## config.mk

```make
export PLATFORM = sky130hd
export DESIGN_NAME = vertex_job_control
export DESIGN_NICKNAME = d
export VERILOG_FILES = /design/src/vertex_job_pkg.sv /design/src/sync_fifo.sv /design/src/read_command_gen.sv /design/src/vertex_line_unpacker.sv /design/src/vertex_job_control.sv
export VERILOG_INCLUDE_DIRS = /design/src /design/src/src
export SDC_FILE = /design/constraint.sdc
export NUM_CORES = 2
export LEC_CHECK = 0
export BUFFER_PORTS_ARGS = -buffer_cell sky130_fd_sc_hd__buf_2
export CAP_MARGIN = 20
export CORE_MARGIN = 2
export CORE_UTILIZATION = 35
export CTS_CLUSTER_SIZE = 12
export DETAILED_ROUTE_END_ITERATION = 8
export GPL_ROUTABILITY_DRIVEN = 0
export GPL_TIMING_DRIVEN = 1
export SKIP_LAST_GASP = 1
export SLEW_MARGIN = 0
export SYNTH_ARGS = -nofsm -noshare
export SYNTH_HDL_FRONTEND = slang
export SYNTH_HIERARCHICAL = 1
export SYNTH_SLANG_ARGS = --single-unit
```

## constraint.sdc

```tcl
create_clock -name clock -period 20.5 [get_ports clock]
set_input_delay 3.075 -clock clock [delete_from_list [all_inputs] [get_ports clock]]
set_output_delay 3.075 -clock clock [all_outputs]
set_load 0.03 [all_outputs]
```

## src/vertex_job_macros.svh

```systemverilog
//////////////////////////////////////////////////////////////////////
// widths and queue depths of the vertex job control unit
// include wherever a size is needed, the package pulls it in too
//////////////////////////////////////////////////////////////////////

`ifndef VERTEX_JOB_MACROS_SVH
`define VERTEX_JOB_MACROS_SVH

// one element of a vertex array
`define VJ_VERTEX_BITS 32
`define VJ_LINE_VERTICES 8
`define VJ_LINE_BITS 256
// byte step from one line to the next
`define VJ_LINE_BYTES 32
`define VJ_ADDR_BITS 64
`define VJ_ID_BITS 16

// queue depths
`define VJ_CMD_DEPTH 4
`define VJ_VERTEX_DEPTH 16

`endif

```

## src/vertex_job_pkg.sv

```systemverilog
//////////////////////////////////////////////////////////////////////
// shared vector types and the array tag of commands and data lines
//////////////////////////////////////////////////////////////////////

`default_nettype none

`include "vertex_job_macros.svh"

package vertex_job_pkg;

	typedef logic [`VJ_VERTEX_BITS-1:0] vertex_word_t;
	typedef logic [`VJ_ID_BITS-1:0] vertex_id_t;
	typedef logic [31:0] vertex_count_t;
	// holds 0 up to a full line of vertices
	typedef logic [$clog2(`VJ_LINE_VERTICES+1)-1:0] line_count_t;
	typedef logic [`VJ_ADDR_BITS-1:0] addr_t;
	typedef logic [`VJ_LINE_BITS-1:0] cacheline_t;

	// which vertex array a command or a returned line belongs to
	typedef enum logic {
		inv_out_degree,
		inv_edges_idx
	} array_struct_t;

endpackage

`default_nettype wire

```

## src/sync_fifo.sv

```systemverilog
//////////////////////////////////////////////////////////////////////
// synchronous queue, data_out is loaded on pop and valid follows
//////////////////////////////////////////////////////////////////////

`timescale 1ns/10ps
`default_nettype none

module sync_fifo #(
	parameter int WIDTH = 32,
	parameter int DEPTH = 4
) (
	input  logic             clock,
	input  logic             rstn,
	input  logic             push,
	input  logic [WIDTH-1:0] data_in,
	input  logic             pop,
	output logic [WIDTH-1:0] data_out,
	output logic             valid,
	output logic             full,
	output logic             empty
);

	localparam int PTR_BITS = (DEPTH > 1) ? $clog2(DEPTH) : 1;
	localparam int CNT_BITS = $clog2(DEPTH + 1);
	localparam logic [PTR_BITS-1:0] LAST_SLOT = PTR_BITS'(DEPTH - 1);
	localparam logic [CNT_BITS-1:0] FULL_COUNT = CNT_BITS'(DEPTH);

	logic [WIDTH-1:0] mem [DEPTH];
	logic [PTR_BITS-1:0] wr_ptr;
	logic [PTR_BITS-1:0] rd_ptr;
	logic [CNT_BITS-1:0] count;

	assign full  = (count == FULL_COUNT);
	assign empty = (count == '0);

	always_ff @(posedge clock or negedge rstn) begin
		if (!rstn) begin
			wr_ptr <= '0;
			rd_ptr <= '0;
			count  <= '0;
			valid  <= 1'b0;
		end else begin
			valid <= pop;
			if (push)
				wr_ptr <= (wr_ptr == LAST_SLOT) ? '0 : wr_ptr + 1'b1;
			if (pop)
				rd_ptr <= (rd_ptr == LAST_SLOT) ? '0 : rd_ptr + 1'b1;
			if (push && !pop)
				count <= count + 1'b1;
			else if (pop && !push)
				count <= count - 1'b1;
		end
	end

	// storage and output word
	always_ff @(posedge clock) begin
		if (push)
			mem[wr_ptr] <= data_in;
		if (pop)
			data_out <= mem[rd_ptr];
	end

	no_overflow: assert property (@(posedge clock) disable iff (!rstn) push |-> !full);
	no_underflow: assert property (@(posedge clock) disable iff (!rstn) pop |-> !empty);

endmodule

`default_nettype wire

```

## src/read_command_gen.sv

```systemverilog
//////////////////////////////////////////////////////////////////////
// splits a job into cachelines and issues two read commands per line
//////////////////////////////////////////////////////////////////////

`timescale 1ns/10ps
`default_nettype none

`include "vertex_job_macros.svh"

module read_command_gen
	import vertex_job_pkg::*;
(
	input  logic          clock,
	input  logic          rstn,
	input  logic          wed_valid,
	input  vertex_count_t wed_num_vertices,
	input  addr_t         wed_out_degree_base,
	input  addr_t         wed_edges_idx_base,
	input  logic          line_done,
	output logic          job_start,
	output logic          cmd_push,
	output addr_t         cmd_address,
	output array_struct_t cmd_array,
	output line_count_t   cmd_size,
	output logic          busy
);

	typedef enum logic [1:0] {
		gen_idle,
		gen_send_degree,
		gen_send_edges,
		gen_wait_line
	} gen_state_t;

	gen_state_t state;
	addr_t out_degree_base;
	addr_t edges_idx_base;
	addr_t line_offset;
	vertex_count_t remaining;
	line_count_t line_size;
	logic last_line;

	// a line holds at most a full cacheline of vertices
	assign last_line = (remaining <= vertex_count_t'(`VJ_LINE_VERTICES));
	assign line_size = last_line ? line_count_t'(remaining) : line_count_t'(`VJ_LINE_VERTICES);
	assign busy = (state != gen_idle);

	//////////////////////////////////////////////////////////////////////
	// job state
	//////////////////////////////////////////////////////////////////////

	always_ff @(posedge clock or negedge rstn) begin
		if (!rstn) begin
			state     <= gen_idle;
			job_start <= 1'b0;
			cmd_push  <= 1'b0;
			remaining <= '0;
		end else begin
			job_start <= 1'b0;
			cmd_push  <= 1'b0;
			case (state)
				gen_idle: begin
					if (wed_valid) begin
						job_start <= 1'b1;
						remaining <= wed_num_vertices;
						// an empty job ends right here
						if (wed_num_vertices != '0)
							state <= gen_send_degree;
					end
				end
				gen_send_degree: begin
					cmd_push <= 1'b1;
					state    <= gen_send_edges;
				end
				gen_send_edges: begin
					cmd_push <= 1'b1;
					state    <= gen_wait_line;
				end
				gen_wait_line: begin
					if (line_done) begin
						remaining <= remaining - vertex_count_t'(line_size);
						state     <= last_line ? gen_idle : gen_send_degree;
					end
				end
				default: state <= gen_idle;
			endcase
		end
	end

	//////////////////////////////////////////////////////////////////////
	// descriptor and command fields
	//////////////////////////////////////////////////////////////////////

	always_ff @(posedge clock) begin
		case (state)
			gen_idle: begin
				out_degree_base <= wed_out_degree_base;
				edges_idx_base  <= wed_edges_idx_base;
				line_offset     <= '0;
			end
			gen_send_degree: begin
				cmd_address <= out_degree_base + line_offset;
				cmd_array   <= inv_out_degree;
				cmd_size    <= line_size;
			end
			gen_send_edges: begin
				cmd_address <= edges_idx_base + line_offset;
				cmd_array   <= inv_edges_idx;
				cmd_size    <= line_size;
			end
			gen_wait_line: begin
				if (line_done)
					line_offset <= line_offset + addr_t'(`VJ_LINE_BYTES);
			end
			default: line_offset <= '0;
		endcase
	end

	// a new descriptor must wait for the running job
	wed_while_busy: assert property (@(posedge clock) disable iff (!rstn) wed_valid |-> !busy);
	// the unpacker only finishes a line whose commands went out
	done_in_wait: assert property (@(posedge clock) disable iff (!rstn)
		line_done |-> state == gen_wait_line);

endmodule

`default_nettype wire

```

## src/vertex_line_unpacker.sv

```systemverilog
//////////////////////////////////////////////////////////////////////
// collects the two data lines of a chunk, then shifts out one vertex
// per cycle with a running id into the vertex queue
//////////////////////////////////////////////////////////////////////

`timescale 1ns/10ps
`default_nettype none

`include "vertex_job_macros.svh"

module vertex_line_unpacker
	import vertex_job_pkg::*;
(
	input  logic          clock,
	input  logic          rstn,
	input  logic          job_start,
	input  logic          read_data_valid,
	input  array_struct_t read_data_array,
	input  line_count_t   read_data_size,
	input  cacheline_t    read_data_line,
	input  logic          vertex_full,
	output logic          vertex_push,
	output vertex_id_t    vertex_id,
	output vertex_word_t  vertex_inv_out_degree,
	output vertex_word_t  vertex_inv_edges_idx,
	output logic          line_done
);

	cacheline_t out_degree_line;
	cacheline_t edges_idx_line;
	logic have_out_degree;
	logic have_edges_idx;
	line_count_t line_size;
	line_count_t shift_count;
	logic line_ready;

	assign line_ready  = have_out_degree && have_edges_idx;
	assign vertex_push = line_ready && !vertex_full;
	assign line_done   = vertex_push && (shift_count == line_size - 1'b1);

	// lowest word of each register is the next vertex
	assign vertex_inv_out_degree = out_degree_line[`VJ_VERTEX_BITS-1:0];
	assign vertex_inv_edges_idx  = edges_idx_line[`VJ_VERTEX_BITS-1:0];

	//////////////////////////////////////////////////////////////////////
	// arrival flags, shift count and id
	//////////////////////////////////////////////////////////////////////

	always_ff @(posedge clock or negedge rstn) begin
		if (!rstn) begin
			have_out_degree <= 1'b0;
			have_edges_idx  <= 1'b0;
			shift_count     <= '0;
			vertex_id       <= '0;
		end else begin
			if (read_data_valid) begin
				case (read_data_array)
					inv_out_degree: have_out_degree <= 1'b1;
					inv_edges_idx:  have_edges_idx  <= 1'b1;
					default: ;
				endcase
			end
			if (vertex_push)
				shift_count <= shift_count + 1'b1;
			if (line_done) begin
				have_out_degree <= 1'b0;
				have_edges_idx  <= 1'b0;
				shift_count     <= '0;
			end
			// ids count on across lines, restart per job
			if (job_start)
				vertex_id <= '0;
			else if (vertex_push)
				vertex_id <= vertex_id + 1'b1;
		end
	end

	//////////////////////////////////////////////////////////////////////
	// line registers
	//////////////////////////////////////////////////////////////////////

	always_ff @(posedge clock) begin
		if (read_data_valid) begin
			line_size <= read_data_size;
			case (read_data_array)
				inv_out_degree: out_degree_line <= read_data_line;
				inv_edges_idx:  edges_idx_line  <= read_data_line;
				default: ;
			endcase
		end else if (vertex_push) begin
			out_degree_line <= out_degree_line >> `VJ_VERTEX_BITS;
			edges_idx_line  <= edges_idx_line >> `VJ_VERTEX_BITS;
		end
	end

	// memory side returns one line per tag per chunk
	no_extra_line: assert property (@(posedge clock) disable iff (!rstn)
		read_data_valid |->
			!((read_data_array == inv_out_degree) ? have_out_degree : have_edges_idx));

endmodule

`default_nettype wire

```

## src/vertex_job_control.sv

```systemverilog
//////////////////////////////////////////////////////////////////////
// vertex job control top, command generator and unpacker feeding the
// read command queue and the vertex job queue
//////////////////////////////////////////////////////////////////////

`timescale 1ns/10ps
`default_nettype none

`include "vertex_job_macros.svh"

module vertex_job_control
	import vertex_job_pkg::*;
(
	input  logic          clock,
	input  logic          rstn,
	input  logic          wed_valid,
	input  vertex_count_t wed_num_vertices,
	input  addr_t         wed_out_degree_base,
	input  addr_t         wed_edges_idx_base,
	input  logic          read_command_grant,
	input  logic          read_data_valid,
	input  array_struct_t read_data_array,
	input  line_count_t   read_data_size,
	input  cacheline_t    read_data_line,
	input  logic          vertex_request,
	output logic          read_command_request,
	output addr_t         read_command_address,
	output array_struct_t read_command_array,
	output line_count_t   read_command_size,
	output logic          vertex_ready,
	output logic          vertex_valid,
	output vertex_id_t    vertex_id,
	output vertex_word_t  vertex_inv_out_degree,
	output vertex_word_t  vertex_inv_edges_idx,
	output logic          busy
);

	localparam int CMD_BITS = $bits(addr_t) + $bits(array_struct_t) + $bits(line_count_t);
	localparam int VERTEX_BITS = $bits(vertex_id_t) + 2 * $bits(vertex_word_t);

	logic job_start;
	logic line_done;
	logic cmd_push;
	addr_t cmd_address;
	array_struct_t cmd_array;
	line_count_t cmd_size;
	logic [CMD_BITS-1:0] cmd_head;
	logic cmd_head_array;
	logic cmd_pop;
	logic cmd_valid;
	logic cmd_empty;
	logic cmd_slot_held;
	logic unpack_push;
	vertex_id_t unpack_id;
	vertex_word_t unpack_out_degree;
	vertex_word_t unpack_edges_idx;
	logic [VERTEX_BITS-1:0] vertex_head;
	logic vertex_full;
	logic vertex_empty;

	read_command_gen u_read_command_gen (
		.clock              (clock),
		.rstn               (rstn),
		.wed_valid          (wed_valid),
		.wed_num_vertices   (wed_num_vertices),
		.wed_out_degree_base(wed_out_degree_base),
		.wed_edges_idx_base (wed_edges_idx_base),
		.line_done          (line_done),
		.job_start          (job_start),
		.cmd_push           (cmd_push),
		.cmd_address        (cmd_address),
		.cmd_array          (cmd_array),
		.cmd_size           (cmd_size),
		.busy               (busy)
	);

	//////////////////////////////////////////////////////////////////////
	// read command queue
	//////////////////////////////////////////////////////////////////////

	// the head word sits in data_out until granted, refill when free
	assign read_command_request = cmd_valid || cmd_slot_held;
	assign cmd_pop = !cmd_empty && (!read_command_request || read_command_grant);

	always_ff @(posedge clock or negedge rstn) begin
		if (!rstn)
			cmd_slot_held <= 1'b0;
		else
			cmd_slot_held <= read_command_request && !read_command_grant;
	end

	sync_fifo #(
		.WIDTH(CMD_BITS),
		.DEPTH(`VJ_CMD_DEPTH)
	) u_cmd_fifo (
		.clock   (clock),
		.rstn    (rstn),
		.push    (cmd_push),
		.data_in ({cmd_address, cmd_array, cmd_size}),
		.pop     (cmd_pop),
		.data_out(cmd_head),
		.valid   (cmd_valid),
		.full    (),
		.empty   (cmd_empty)
	);

	assign {read_command_address, cmd_head_array, read_command_size} = cmd_head;
	assign read_command_array = array_struct_t'(cmd_head_array);

	grant_with_request: assert property (@(posedge clock) disable iff (!rstn)
		read_command_grant |-> read_command_request);

	//////////////////////////////////////////////////////////////////////
	// unpacker and vertex job queue
	//////////////////////////////////////////////////////////////////////

	vertex_line_unpacker u_vertex_line_unpacker (
		.clock                (clock),
		.rstn                 (rstn),
		.job_start            (job_start),
		.read_data_valid      (read_data_valid),
		.read_data_array      (read_data_array),
		.read_data_size       (read_data_size),
		.read_data_line       (read_data_line),
		.vertex_full          (vertex_full),
		.vertex_push          (unpack_push),
		.vertex_id            (unpack_id),
		.vertex_inv_out_degree(unpack_out_degree),
		.vertex_inv_edges_idx (unpack_edges_idx),
		.line_done            (line_done)
	);

	sync_fifo #(
		.WIDTH(VERTEX_BITS),
		.DEPTH(`VJ_VERTEX_DEPTH)
	) u_vertex_fifo (
		.clock   (clock),
		.rstn    (rstn),
		.push    (unpack_push),
		.data_in ({unpack_id, unpack_out_degree, unpack_edges_idx}),
		.pop     (vertex_request),
		.data_out(vertex_head),
		.valid   (vertex_valid),
		.full    (vertex_full),
		.empty   (vertex_empty)
	);

	assign {vertex_id, vertex_inv_out_degree, vertex_inv_edges_idx} = vertex_head;
	assign vertex_ready = !vertex_empty;

endmodule

`default_nettype wire

```

# Word-level counts from Yosys, hierarchy flattened
# Memories as Yosys holds them, arrays and structs flattened. A register that Yosys moved wholly into a read port is not among the register bits.
# Index checks and enable logic that the tools add are counted.
[totals] input_bits=427 mem_bits_ro=0 latch_bits=0 memories=2 regBits=858 output_inout_bits=153 wordCells=145 ramBits=1556
[mem_list] name="u_vertex_fifo.mem" words=16 word_bits=80 read_ports=1 rd_clocked_by_memory_dff=1 wr=1 line="sync_fifo.sv:28" text="logic [WIDTH-1:0] mem [DEPTH];"
[mem_list] name="u_cmd_fifo.mem" words=4 word_bits=69 read_ports=1 rd_clocked_by_memory_dff=1 wr=1 line="sync_fifo.sv:28"
[classes] shift=0 add_sub_neg=15 div_mod_pow=0 n_mul=0 n_lt_le_gt_ge=1 bitwise=0 mux=44 n_reduce_logical=42 n_eq_ne=15
[ops] operator="2-to-1 mux 256 bit" n=6
[ops] operator="case mux 64 bit (2 select lines)" n=2
[ops] operator="adder 64 bit" n=2
[ops] operator="adder 64 x 6 -> 64 bit (second input constant)" n=1
[ops] operator="2-to-1 mux 32 bit" n=2
[ops] operator="2-to-1 mux 64 bit" n=1
[ops] operator="case mux 32 bit (2 select lines)" n=1
[ops] operator="less-or-equal comparator 32 x 4 -> 1 bit (second input constant)" n=1
[ops] operator="2-to-1 mux 16 bit" n=2
[ops] operator="nonzero test 32 bit" n=1
[ops] operator="subtractor 32 x 4 -> 32 bit" n=1
[ops] operator="2-to-1 mux 4 bit" n=5
[ops] operator="nonzero test 2 bit" n=10
[ops] operator="adder 16 x 1 -> 16 bit (second input constant)" n=1
[ops] operator="2-to-1 mux 1 bit" n=14
[ops] operator="adder 4 x 1 -> 4 bit (second input constant)" n=3
[ops] operator="2-to-1 mux 2 bit" n=5
[ops] operator="2-to-1 mux 5 bit" n=2
[ops] operator="AND reduction 2 bit" n=5
[ops] operator="logical AND 1 bit" n=9
[ops] operator="zero test 1 bit" n=9
[ops] operator="== test 2 bit (second input constant)" n=4
[ops] operator="== test 4 bit (second input constant)" n=2
[ops] operator="case mux 2 bit (4 select lines)" n=1
[ops] operator="19 further kinds" n=27

# Logic depth before layout (Yosys ltp)
[depth] depth_word=7 ltp_mapped=16 ltp_nobuf=15

# By module
# Netlist, hierarchy kept.
[by_module_without_submodules] module="sync_fifo (u_vertex_fifo)" cells_each=2308 area_per_inst_um2=51918.5 seq_area_each_um2=41189.5 instances=1
[by_module_without_submodules] module="vertex_line_unpacker" cells_each=1935 area_per_inst_um2=22512.8 seq_area_each_um2=16045.4 instances=1
[by_module_without_submodules] module="read_command_gen" cells_each=1353 area_per_inst_um2=15458.6 seq_area_each_um2=8588.2 instances=1
[by_module_without_submodules] module="sync_fifo (u_cmd_fifo)" cells_each=468 area_per_inst_um2=12545.8 seq_area_each_um2=10560.1 instances=1
[by_module_without_submodules] module="vertex_job_control" cells_each=5 area_per_inst_um2=51.3 seq_area_each_um2=25.0 instances=1

# Least setup slack after synthesis
# No wires, ideal clock.
[synth_timing] path_type="input-to-reg" startpoint="input read_data_valid" endpoint="register u_vertex_line_unpacker.edges_idx_line[0] (enable)" arrival_time_ns=21.286 path_slack_ns=-2.013 t_required_ns=19.273 cell_stages=3 path_buffers=2 setup_time_ns=1.227 cell_sequence="clkbuf_1 -> clkbuf_1 -> o21ai_0"
[synth_via] elab_chain_cells=2 elab_cells_between_ends=3 cone_classes="eq/ne: 1; reduce/logical: 2"
[synth_lines] item="start: declaration" line="vertex_job_control.sv:21" text="input logic read_data_valid,"
[synth_lines] item="inequality test 2 x 1 -> 1 bit (no line) or nonzero test 2 bit (tied branches)"
[synth_lines] item="AND reduction 2 bit (no line) (*)"
[synth_lines] item="end signal: assignment" line="vertex_line_unpacker.sv:87" text="inv_edges_idx: edges_idx_line <= read_data_line;"
[synth_lines] item="end signal: assignment" line="vertex_line_unpacker.sv:92" text="edges_idx_line <= edges_idx_line >> `VJ_VERTEX_BITS;"
[synth_lines] item="end: declaration" line="vertex_line_unpacker.sv:30" text="cacheline_t edges_idx_line;"
# Mark *: on every way between the ends. The rest lies on a longest branch, timed or not.
# A chain may end at the register's enable or synchronous reset.

# Worst setup path after layout
[layout_timing] startpoint="register u_read_command_gen.state[0]" endpoint="output busy"
[layout_via] elab_chain_cells=1
[layout_lines] item="start: declaration" line="read_command_gen.sv:35" text="gen_state_t state;"
[layout_lines] item="start signal: assignment" line="read_command_gen.sv:54" text="state <= gen_idle;"
[layout_lines] item="start signal: assignment" line="read_command_gen.sv:68" text="state <= gen_send_degree;"
[layout_lines] item="start signal: assignment" line="read_command_gen.sv:73" text="state <= gen_send_edges;"
[layout_lines] item="nonzero test 2 bit" line="read_command_gen.sv:46" text="assign busy = (state != gen_idle);"
[layout_lines] item="end: declaration" line="vertex_job_control.sv:35" text="output logic busy"
# Every way passes these cells.

==> flow_metrics.env <==
export IMPL_status="complete, no violations"
export IMPL_netlist_instances=6068
export IMPL_vias=55040
export IMPL_final_core_util_pct=40.55
export IMPL_post_drt_wl_per_cell_um=24.22
export IMPL_hold_slack_ps=468.5
export IMPL_yosysWarnings=6
export IMPL_grt_pass1_wl_um=377800
export IMPL_cts_buffers=282
export IMPL_start_util_pct=35.21
export IMPL_start_kind="flop"
export IMPL_antenna_found_initial=71
export IMPL_dpl_instance_area_um2=109300
export IMPL_die_area_um2=297100
export IMPL_remaining_drc_errors=0
export IMPL_die_h_um=545.1
export IMPL_cts_tree="done"
export IMPL_dp_hpwl_um=161900
export IMPL_port_buffers=579
export IMPL_tightest_slew_ps=1245
export IMPL_track_usage_pct=17.12
export IMPL_fin_crit_sh_pct=27.85
export IMPL_grt_overflow_total=0
export IMPL_ios=580
export IMPL_synth_nets=6579
export IMPL_dr_pass1_iters=6
export IMPL_min_path_type="reg -> reg"
export IMPL_ff2ff_path_depth=15
export IMPL_min_path_cells=0
export IMPL_grt_pass1_vias=54910
export IMPL_finalCriticalPeriod_ps=5708
export IMPL_fin_tns_setup_ps=0
export IMPL_cp_slowest_cell="ha_4"
export IMPL_viasPerCell=5.106
export IMPL_peakVddDrop_v=0.0001348
export IMPL_path_cells="inv_1 > ha_4 > inv_1 > buf_2"
export IMPL_fmax_mhz=175.2
export IMPL_htreeDepth=5
export IMPL_r2r_slack_ps=15070
export IMPL_hold_end="u_cmd_fifo/mem[0][19]"
export IMPL_postSynthAreaPerCell_um2=16.89
export IMPL_p_per_area_nw_per_um2=154.8
export IMPL_ant_nets=0
export IMPL_clkLatencyLatePin_ps=890
export IMPL_path_clk_slew_ps=60
export IMPL_critPathBufInv=3
export IMPL_routed_wl_um=261100
export IMPL_ctsResizeCount=0
export IMPL_stdcell_area_um2=118000
export IMPL_setup_viol=0
export IMPL_finClkSkew_ps=106.8
export IMPL_postCtsHoldBufs=0
export IMPL_slowest_delay_ps=650
export IMPL_cp_data_required_time_ps=17430
export IMPL_first_iter_violations=5514
export IMPL_fp_dieW_um=545.1
export IMPL_rsz0062_at_grt="false"
export IMPL_critical_path_arrival_ps=2630
export IMPL_cts_path_max_buffers=4
export IMPL_final_layout_size_suffix_gt1_share_pct=21.60
export IMPL_relSlewSlack_pct=16.99
export IMPL_slew_viol_final=0
export IMPL_cts_sinks=2558
export IMPL_finalPower_mw=18.27
export IMPL_path_max_fanout=59
export IMPL_row_count=198
export IMPL_crit_path_frequent_cell="inv_1"
export IMPL_ctsRootBufferMaster="clkbuf_16"
export IMPL_p_leak_nw=41.45
export IMPL_fill_cells=26040
export IMPL_syn_area_um2=102500
export IMPL_core_area_um2=291100
export IMPL_maxCapViolCount=0
export IMPL_grt_max_degree=255
export IMPL_reg2reg_to="u_read_command_gen/cmd_address[59]"
export IMPL_cp_top_family="buffers and inverters"
export IMPL_end_kind="primary output"
export IMPL_critPathKind="reg -> out"
export IMPL_hold_violations=0
export IMPL_timing_rr_start="u_read_command_gen/state[0]"
export IMPL_cts_setup_buffers=0
export IMPL_nets=7178
export IMPL_syn_to_final_growth_pct=15.18
export IMPL_hp_start="u_read_command_gen/cmd_address[14]"
cells in the final DEF (no fill, tap or decap), types with 30 or more instances in the layout:
cell type,n
nand4_1,31
o21ai_0,530
mux2_2,71
mux4_2,308
nor2_1,145
edfxtp_1,2477
buf_4,74
ha_1,78
a21oi_1,133
xnor2_1,60
clkbuf_1,69
clkbuf_16,291
buf_2,576
xor2_1,66
nand2_1,339
o21ai_1,84
clkinv_1,49
dfrtp_1,76
a32oi_1,81
inv_1,498
and2_1,41
a22oi_1,84
nand3_1,52
mux2i_1,244
clkinv_2,30
state kept, by name, indices dropped and copies added (netlist names), 5 cells and up:
signal,cells
u_vertex_fifo/mem,1280
u_cmd_fifo/mem,276
u_vertex_line_unpacker/edges_idx_line,256
u_vertex_line_unpacker/out_degree_line,256
u_vertex_fifo/data_out,80
u_cmd_fifo/data_out,69
u_read_command_gen/cmd_address,64
u_read_command_gen/edges_idx_base,64
u_read_command_gen/out_degree_base,64
u_read_command_gen/line_offset,59
u_read_command_gen/remaining,32
u_vertex_line_unpacker/vertex_id,16
u_vertex_fifo/count,5
routing by layer:
metal	wire (µm)	track usage [%]	vias to the layer above
met3	15520	2.307	457
met1	111500	23.50	28150
met2	126100	28.02	1958
met4	7946	5.719	16
li1	-	-	24460
met5	107	0	-
cell type report:
class / count / area [µm²] / area share [%]
Clock buffer: 365 / 7610 / 6.447
Timing Repair Buffer: 660 / 3656 / 3.097
Multi-Input combinational cell: 2664 / 22500 / 19.06
Inverter: 501 / 1887 / 1.599
Antenna cell: 17 / 42.54 / 0.03604
Tap cell: 3900 / 4880 / 4.134
Clock inverter: 114 / 1036 / 0.8777
Sequential cell: 2558 / 76420 / 64.75
worst reg2reg max path, cell delays in order (launching register included):
cell and delay, ps:
dfrtp_1 380, inv_1 190, ha_4 240, buf_4 630, mux2_2 430, ha_1 210, fa_1 420, a21o_1 210
a221oi_2 460, o31ai_4 160, a31oi_1 370, o211ai_1 280, o21ai_1 560, o211a_1 370, a21oi_1 130, xor2_1 170
worst max-delay path by stage:
stage	slack, ps	start	cells after the start	endpoint
final	14790	u_read_command_gen/state[0]	4	busy
after global placement	14220	read_data_valid	4	u_vertex_line_unpacker/out_degree_line[44]
after CTS	14680	u_read_command_gen/state[0]	4	busy
after detailed placement	14140	read_data_valid	4	u_vertex_line_unpacker/out_degree_line[12]
after floorplan	3000	read_data_valid	3	u_vertex_line_unpacker/out_degree_line[0]
after global routing	14630	u_read_command_gen/state[0]	4	busy
stage by stage:
step	setup WS, ps	cells
after detailed placement	14140	10280
after CTS	14680	10760
final	14790	10780
after floorplan	2995	6068
after global routing	14630	10780
after global placement	14220	10280
power breakdown:
part	switching (mW)	internal [mW]
Combinational	3.24	1.66
Sequential	0.830	7.72
Clock	2.01	2.80
No activity file was read; power rests on OpenSTA's default activity.
